`src/hdl/fc_pkg.sv`:
```
package fc_pkg;

  // Bus widths
  localparam int unsigned AddrWidth = 32;
  localparam int unsigned DataWidth = 32;
  localparam int unsigned StrbWidth = DataWidth / 8;

  // Interrupt lines toward the core
  localparam int unsigned NumIrq     = 32;
  localparam int unsigned IrqIdWidth = 5;

  // AXI response codes
  localparam logic [1:0] AxiRespOkay   = 2'b00;
  localparam logic [1:0] AxiRespSlvErr = 2'b10;

  // Core data port, request side
  typedef struct packed {
    logic [AddrWidth-1:0] addr;
    logic                 we;
    logic [StrbWidth-1:0] be;
    logic [DataWidth-1:0] wdata;
  } obi_req_t;

  // Core data port, response side
  typedef struct packed {
    logic [DataWidth-1:0] rdata;
    logic                 err;
  } obi_rsp_t;

  // AXI4-Lite master outputs
  typedef struct packed {
    logic                 aw_valid;
    logic [AddrWidth-1:0] aw_addr;
    logic                 w_valid;
    logic [DataWidth-1:0] w_data;
    logic [StrbWidth-1:0] w_strb;
    logic                 b_ready;
    logic                 ar_valid;
    logic [AddrWidth-1:0] ar_addr;
    logic                 r_ready;
  } axil_req_t;

  // AXI4-Lite slave answers
  typedef struct packed {
    logic                 aw_ready;
    logic                 w_ready;
    logic                 b_valid;
    logic [1:0]           b_resp;
    logic                 ar_ready;
    logic                 r_valid;
    logic [DataWidth-1:0] r_data;
    logic [1:0]           r_resp;
  } axil_rsp_t;

endpackage

```
`src/hdl/fc_buffer.sv`:
```
`timescale 1ns/1ps

module fc_buffer #(
  parameter type         payload_t = logic,
  parameter int unsigned BufDepth  = 2
) (
  input  logic     clk_i,
  input  logic     rst_ni,
  input  logic     push_i,
  input  payload_t data_i,
  output logic     full_o,
  input  logic     pop_i,
  output payload_t data_o,
  output logic     valid_o
);

  localparam int unsigned PtrWidth = (BufDepth > 1) ? $clog2(BufDepth) : 1;
  localparam int unsigned CntWidth = $clog2(BufDepth + 1);

  payload_t            mem_q [BufDepth];
  logic [PtrWidth-1:0] wr_ptr_q;
  logic [PtrWidth-1:0] rd_ptr_q;
  logic [CntWidth-1:0] count_q;
  logic                do_push;
  logic                do_pop;

  assign full_o  = (count_q == CntWidth'(BufDepth));
  assign valid_o = (count_q != '0);
  assign data_o  = mem_q[rd_ptr_q];

  // A full buffer still takes a push when the head leaves in the same cycle
  assign do_pop  = pop_i & valid_o;
  assign do_push = push_i & (~full_o | do_pop);

  always_ff @(posedge clk_i, negedge rst_ni) begin
    if (!rst_ni) begin
      wr_ptr_q <= '0;
      rd_ptr_q <= '0;
      count_q  <= '0;
    end else begin
      if (do_push) begin
        wr_ptr_q <= (wr_ptr_q == PtrWidth'(BufDepth - 1)) ? '0 : wr_ptr_q + 1'b1;
      end
      if (do_pop) begin
        rd_ptr_q <= (rd_ptr_q == PtrWidth'(BufDepth - 1)) ? '0 : rd_ptr_q + 1'b1;
      end
      if (do_push && !do_pop) begin
        count_q <= count_q + 1'b1;
      end else if (do_pop && !do_push) begin
        count_q <= count_q - 1'b1;
      end
    end
  end

  // Storage
  always_ff @(posedge clk_i) begin
    if (do_push) begin
      mem_q[wr_ptr_q] <= data_i;
    end
  end

endmodule

```
`src/hdl/fc_irq_ctrl.sv`:
```
`timescale 1ns/1ps

module fc_irq_ctrl (
  input  logic                          clk_i,
  input  logic                          rst_ni,
  input  logic [fc_pkg::NumIrq-1:0]     events_i,
  input  logic                          irq_ack_i,
  input  logic [fc_pkg::IrqIdWidth-1:0] irq_ack_id_i,
  output logic                          irq_req_o,
  output logic [fc_pkg::IrqIdWidth-1:0] irq_id_o
);

  import fc_pkg::*;

  logic [NumIrq-1:0] pending_q;
  logic [NumIrq-1:0] pending_d;

  //**************************************************
  // Pending register
  //**************************************************

  // Acknowledge clear beats a new event on the same line
  always_comb begin
    for (int i = 0; i < NumIrq; i++) begin
      if (irq_ack_i && (irq_ack_id_i == IrqIdWidth'(i))) begin
        pending_d[i] = 1'b0;
      end else begin
        pending_d[i] = pending_q[i] | events_i[i];
      end
    end
  end

  always_ff @(posedge clk_i, negedge rst_ni) begin
    if (!rst_ni) begin
      pending_q <= '0;
    end else begin
      pending_q <= pending_d;
    end
  end

  //**************************************************
  // Lowest index select
  //**************************************************

  // Scan downward so the lowest pending bit is written last
  always_comb begin
    irq_id_o = '0;
    for (int i = NumIrq - 1; i >= 0; i--) begin
      if (pending_q[i]) begin
        irq_id_o = IrqIdWidth'(i);
      end
    end
  end

  assign irq_req_o = |pending_q;

endmodule

```
`src/hdl/fc_obi_axil_bridge.sv`:
```
`timescale 1ns/1ps

module fc_obi_axil_bridge (
  input  logic              clk_i,
  input  logic              rst_ni,
  input  logic              req_valid_i,
  input  fc_pkg::obi_req_t  req_i,
  output logic              req_pop_o,
  input  logic              rsp_full_i,
  output logic              rsp_push_o,
  output fc_pkg::obi_rsp_t  rsp_o,
  output fc_pkg::axil_req_t axil_req_o,
  input  fc_pkg::axil_rsp_t axil_rsp_i
);

  import fc_pkg::*;

  typedef enum logic [1:0] {
    StIdle,
    StWrAddrData,
    StWrResp,
    StRd
  } state_e;

  state_e   state_q;
  obi_req_t req_q;
  logic     aw_done_q;
  logic     w_done_q;
  logic     ar_done_q;
  logic     aw_hs;
  logic     w_hs;
  logic     ar_hs;
  logic     b_hs;
  logic     r_hs;

  //**************************************************
  // AXI4-Lite channel drive
  //**************************************************

  assign axil_req_o.aw_valid = (state_q == StWrAddrData) & ~aw_done_q;
  assign axil_req_o.aw_addr  = req_q.addr;
  assign axil_req_o.w_valid  = (state_q == StWrAddrData) & ~w_done_q;
  assign axil_req_o.w_data   = req_q.wdata;
  assign axil_req_o.w_strb   = req_q.be;
  assign axil_req_o.b_ready  = (state_q == StWrResp);
  assign axil_req_o.ar_valid = (state_q == StRd) & ~ar_done_q;
  assign axil_req_o.ar_addr  = req_q.addr;
  assign axil_req_o.r_ready  = (state_q == StRd);

  assign aw_hs = axil_req_o.aw_valid & axil_rsp_i.aw_ready;
  assign w_hs  = axil_req_o.w_valid & axil_rsp_i.w_ready;
  assign ar_hs = axil_req_o.ar_valid & axil_rsp_i.ar_ready;
  assign b_hs  = axil_req_o.b_ready & axil_rsp_i.b_valid;
  assign r_hs  = axil_req_o.r_ready & axil_rsp_i.r_valid;

  // Start a new transfer only with room for its response
  assign req_pop_o = (state_q == StIdle) & req_valid_i & ~rsp_full_i;

  //**************************************************
  // Core response
  //**************************************************

  assign rsp_push_o = b_hs | r_hs;

  always_comb begin
    if (state_q == StRd) begin
      rsp_o.rdata = axil_rsp_i.r_data;
      rsp_o.err   = (axil_rsp_i.r_resp != AxiRespOkay);
    end else begin
      rsp_o.rdata = '0;
      rsp_o.err   = (axil_rsp_i.b_resp != AxiRespOkay);
    end
  end

  //**************************************************
  // Transfer FSM
  //**************************************************

  always_ff @(posedge clk_i, negedge rst_ni) begin
    if (!rst_ni) begin
      state_q   <= StIdle;
      aw_done_q <= 1'b0;
      w_done_q  <= 1'b0;
      ar_done_q <= 1'b0;
    end else begin
      case (state_q)
        StIdle: begin
          aw_done_q <= 1'b0;
          w_done_q  <= 1'b0;
          ar_done_q <= 1'b0;
          if (req_pop_o) begin
            state_q <= req_i.we ? StWrAddrData : StRd;
          end
        end
        StWrAddrData: begin
          // AW and W may finish in either order
          if (aw_hs) aw_done_q <= 1'b1;
          if (w_hs) w_done_q <= 1'b1;
          if ((aw_done_q | aw_hs) && (w_done_q | w_hs)) begin
            state_q <= StWrResp;
          end
        end
        StWrResp: begin
          if (b_hs) state_q <= StIdle;
        end
        StRd: begin
          if (ar_hs) ar_done_q <= 1'b1;
          if (r_hs) state_q <= StIdle;
        end
        default: state_q <= StIdle;
      endcase
    end
  end

  // Popped request held for stable AXI outputs
  always_ff @(posedge clk_i) begin
    if (req_pop_o) begin
      req_q <= req_i;
    end
  end

endmodule

```
`src/hdl/fc_subsystem.sv`:
```
`timescale 1ns/1ps

module fc_subsystem #(
  parameter int unsigned BufDepth = 2
) (
  input  logic                          clk_i,
  input  logic                          rst_ni,

  // Core data port
  input  logic                          req_i,
  input  fc_pkg::obi_req_t              obi_req_i,
  output logic                          gnt_o,
  output logic                          rvalid_o,
  output fc_pkg::obi_rsp_t              obi_rsp_o,

  // AXI4-Lite toward L2
  output fc_pkg::axil_req_t             axil_req_o,
  input  fc_pkg::axil_rsp_t             axil_rsp_i,

  // Interrupts
  input  logic [fc_pkg::NumIrq-1:0]     events_i,
  input  logic                          irq_ack_i,
  input  logic [fc_pkg::IrqIdWidth-1:0] irq_ack_id_i,
  output logic                          irq_req_o,
  output logic [fc_pkg::IrqIdWidth-1:0] irq_id_o
);

  import fc_pkg::*;

  logic     req_full;
  logic     req_valid;
  logic     req_pop;
  obi_req_t req_head;
  logic     rsp_full;
  logic     rsp_push;
  obi_rsp_t rsp_data;

  // Grant whenever the request buffer has room
  assign gnt_o = req_i & ~req_full;

  //**************************************************
  // Request buffer
  //**************************************************

  fc_buffer #(
    .payload_t(obi_req_t),
    .BufDepth (BufDepth)
  ) req_buffer_i (
    .clk_i  (clk_i),
    .rst_ni (rst_ni),
    .push_i (gnt_o),
    .data_i (obi_req_i),
    .full_o (req_full),
    .pop_i  (req_pop),
    .data_o (req_head),
    .valid_o(req_valid)
  );

  fc_obi_axil_bridge bridge_i (
    .clk_i      (clk_i),
    .rst_ni     (rst_ni),
    .req_valid_i(req_valid),
    .req_i      (req_head),
    .req_pop_o  (req_pop),
    .rsp_full_i (rsp_full),
    .rsp_push_o (rsp_push),
    .rsp_o      (rsp_data),
    .axil_req_o (axil_req_o),
    .axil_rsp_i (axil_rsp_i)
  );

  //**************************************************
  // Response buffer
  //**************************************************

  // Core never stalls the response, so the head leaves every valid cycle
  fc_buffer #(
    .payload_t(obi_rsp_t),
    .BufDepth (BufDepth)
  ) rsp_buffer_i (
    .clk_i  (clk_i),
    .rst_ni (rst_ni),
    .push_i (rsp_push),
    .data_i (rsp_data),
    .full_o (rsp_full),
    .pop_i  (rvalid_o),
    .data_o (obi_rsp_o),
    .valid_o(rvalid_o)
  );

  fc_irq_ctrl irq_ctrl_i (
    .clk_i       (clk_i),
    .rst_ni      (rst_ni),
    .events_i    (events_i),
    .irq_ack_i   (irq_ack_i),
    .irq_ack_id_i(irq_ack_id_i),
    .irq_req_o   (irq_req_o),
    .irq_id_o    (irq_id_o)
  );

endmodule

```
`config.mk`:
```
export PLATFORM = sky130hd
export DESIGN_NAME = fc_subsystem
export DESIGN_NICKNAME = d
export VERILOG_FILES = /design/src/hdl/fc_pkg.sv /design/src/hdl/fc_buffer.sv /design/src/hdl/fc_irq_ctrl.sv /design/src/hdl/fc_obi_axil_bridge.sv /design/src/hdl/fc_subsystem.sv
export SDC_FILE = /design/constraint.sdc
export NUM_CORES = 1
export LEC_CHECK = 0
export ABC_CLOCK_PERIOD_IN_PS = 9400
export BUFFER_PORTS_ARGS = -buffer_cell sky130_fd_sc_hd__buf_2
export CAP_MARGIN = 20
export CORE_MARGIN = 2
export CORE_UTILIZATION = 57
export CTS_CLUSTER_SIZE = 25
export DETAILED_ROUTE_END_ITERATION = 10
export PLACE_DENSITY_LB_ADDON = 0.3
export SLEW_MARGIN = 20
export SYNTH_ARGS = -nofsm -noshare
export SYNTH_HDL_FRONTEND = slang
export SYNTH_SLANG_ARGS = --single-unit
export TNS_END_PERCENT = 10
```
`constraint.sdc`:
```
create_clock -name clk_i -period 9.4 [get_ports clk_i]
set_input_delay 1.88 -clock clk_i [delete_from_list [all_inputs] [get_ports clk_i]]
set_output_delay 1.88 -clock clk_i [all_outputs]
set_load 0.1 [all_outputs]
```
==> impl_metrics.tcl <==
set metrics [dict create \
    r2r_end "bridge_i.axil_req_o[29]" \
    clk_pin_slew_ns 0.06 \
    start_util_pct 57.81 \
    drv_cap 0 \
    drt_pre_antenna_iters 4 \
    port_buffers 296 \
    drive_above_1_share_pct 46.28 \
    fin_skew_ns 0.007529 \
    hp-class "flop to flop" \
    io_pins 297 \
    synth_seq_cells 317 \
    antenna_found_initial 3 \
    cts_max_level 1 \
    vias_per_cell 5.356 \
    num_vias 6813 \
    start_kind "input pin" \
    relSlewSlack_pct 31.59 \
    hp-start "rsp_buffer_i.wr_ptr_q" \
    wl_per_cell_microns 18.58 \
    die_h_microns 149.6 \
    clock_sinks 317 \
    worstHoldPathCells 1 \
    mostFrequentLayoutCells "295 x buf_2, 272 x edfxtp_1, 101 x mux2_2" \
    setup_violations 0 \
    synth_edf_count 272 \
    die_area_sq_um 22370 \
    fin_nets 1124 \
    clock_latency_ns 0.54 \
    dp_hpwl_microns 14970 \
    clockBufferDepth 3 \
    ys_dominant_reg_cell "edfxtp_1" \
    syn_avg_cell_area_sq_um 17.50 \
    fin_crit_sh_pct 51.58 \
    gp_congestion 0.8272 \
    ff2ff_setup_slack_ns 6.71 \
    crit_required_ns 7.52 \
    max_freq_mhz 206.3 \
    grt_usage_pct 20.48 \
    regToRegStartpoint "bridge_i.state_q[0]" \
    synth_seq_area_share_pct 76.96 \
    overflow 0 \
    ys_async_sr_fraction_pct 14.20 \
    cts_tree "done" \
    worstSetupEndpointType "output port" \
    grt_max_degree 71 \
    antenna_left 0 \
    dr.first_iter.drc_count 318 \
    synth_cell_types 43 \
    arrival_ns 2.97 \
    drt-total-wl_microns 23640 \
    netlist_area_sq_um 12080 \
    startpoint "req_i" \
    synth_warnings 0 \
    final_common_cell "buf_2" \
    fp.dieW_microns 149.6 \
    worstHoldEndpoint "rsp_buffer_i.wr_ptr_q" \
    area_growth_pct 21.64 \
    root_buffer "clkbuf_16" \
    crit_type "input pin to output port" \
    postSynthCellCount 690 \
    grt_pass1_wl_microns 35670 \
    drc 0 \
    fin_setup_tns_ns 0 \
    holdWs_ns 0.5036 \
    holdBufCountCts 0 \
    final_max_slew_viol_count 0 \
    max_slew.worst_pin.slew_ns 1.026 \
    cts_resized 0 \
    reg2regPathDepth 5 \
    post_cts_buffers 0 \
    numCtsBuffers 31 \
    syn_nets 843 \
    num_rows 53 \
    rsz0062_at_grt "false" \
    finalCriticalPeriod_ns 4.848 \
    status "complete, no violations" \
    hold_violations 0 \
    grt_pass1_vias 7027 \
    core_area_sq_um 20890 \
    cp_max_fo 4 \
]
[state kept, by name (all words and copies together), names as in the netlist]
signal                 cells
req_buffer_i.mem_q       138
bridge_i.axil_req_o       68
rsp_buffer_i.mem_q        66
irq_ctrl_i.pending_q      32
bridge_i.state_q           2
req_buffer_i.count_q       2
rsp_buffer_i.count_q       2
bridge_i.ar_done_q         1
bridge_i.aw_done_q         1
bridge_i.w_done_q          1
req_buffer_i.rd_ptr_q      1
req_buffer_i.wr_ptr_q      1
rsp_buffer_i.rd_ptr_q      1
rsp_buffer_i.wr_ptr_q      1
[worst max-delay path by stage]
stage                                           to  slack, ns  cells past startpoint
after floorplan           req_buffer_i.mem_q[0][0]       1.45                      2
after detailed placement                     gnt_o       4.50                      3
final                                        gnt_o       4.55                      3
after CTS                                    gnt_o       4.50                      3
after global placement                       gnt_o       4.59                      3
after global routing                         gnt_o       4.45                      3
[cells in the mapped netlist, types with 2 or more instances]
cell type  count  share of area, %
edfxtp_1     272                68
a2111oi_0      2              0.15
nand2b_1       5              0.26
clkbuf_1       9              0.28
o32a_1         4              0.33
nand4b_1       3              0.22
xnor2_1        5              0.36
buf_2         12              0.50
xor2_1         5              0.36
nor3b_1        4              0.25
nor2_1        41               1.3
ha_1           2              0.21
nor2b_1        5              0.26
o21ai_0        4              0.17
nor4_1         7              0.36
or4_4          2              0.19
nand4_1        2              0.10
o31ai_1        4              0.25
mux2_2       101               9.4
and2_1         3              0.16
a21oi_1       24              0.99
a21boi_0       2              0.12
a21o_1         2              0.12
buf_4         32               2.0
nand2_1        8              0.25
a31oi_1        5              0.26
inv_1         12              0.37
or4_1          2              0.12
and3_1        32               1.7
o22a_1        13              0.94
dfrtp_1       45               9.3
nor3_1        10              0.41
[cell type report]
class                           instances  area [sq um]
Sequential cell                       317          9299
Fill cell                            1360          6198
Multi-Input combinational cell        307          2412
Timing Repair Buffer                  302          1529
Clock buffer                           33         783.3
Tap cell                              275         344.1
Clock inverter                         23         270.3
Inverter                               12         45.04
Antenna cell                            3         7.507
[per-layer routing]
| layer | wire length [microns] | GRT usage (%) |
|---|---|---|
| met5 | 12 | 0 |
| met4 | 703 | 7.333 |
| met3 | 1618 | 4.238 |
| met1 | 9349 | 25.56 |
| met2 | 11950 | 35.64 |
[critical path, stage by stage]
cell	delay (ns)
buf_2	0.08
a21boi_0	0.45
buf_2	0.55
[through the flow]
step                      utilization (%)  instance area [sq um]  std cells  worst slack, ns
after floorplan                         -                  12080        690            1.453
after global placement              65.24                  13630       1213            4.589
after detailed placement            65.24                  13630       1213            4.505
after CTS                           70.28                  14680       1269            4.498
after global routing                70.30                  14690       1270            4.450
final                               70.33                  14690       1272            4.552
[cells by family after synthesis]
group | after synthesis | synth area share [%]
compound gates | 68 | 3.885
fa+ha+maj | 2 | 0.2072
mux | 102 | 9.501
xor+xnor | 10 | 0.7252
flops | 317 | 76.96
buf+inv | 66 | 3.170
simple gates | 125 | 5.553
Power is left out: the tool's default activity adds up to more than one toggle a clock period on the data nets, which glitch-free logic cannot reach.
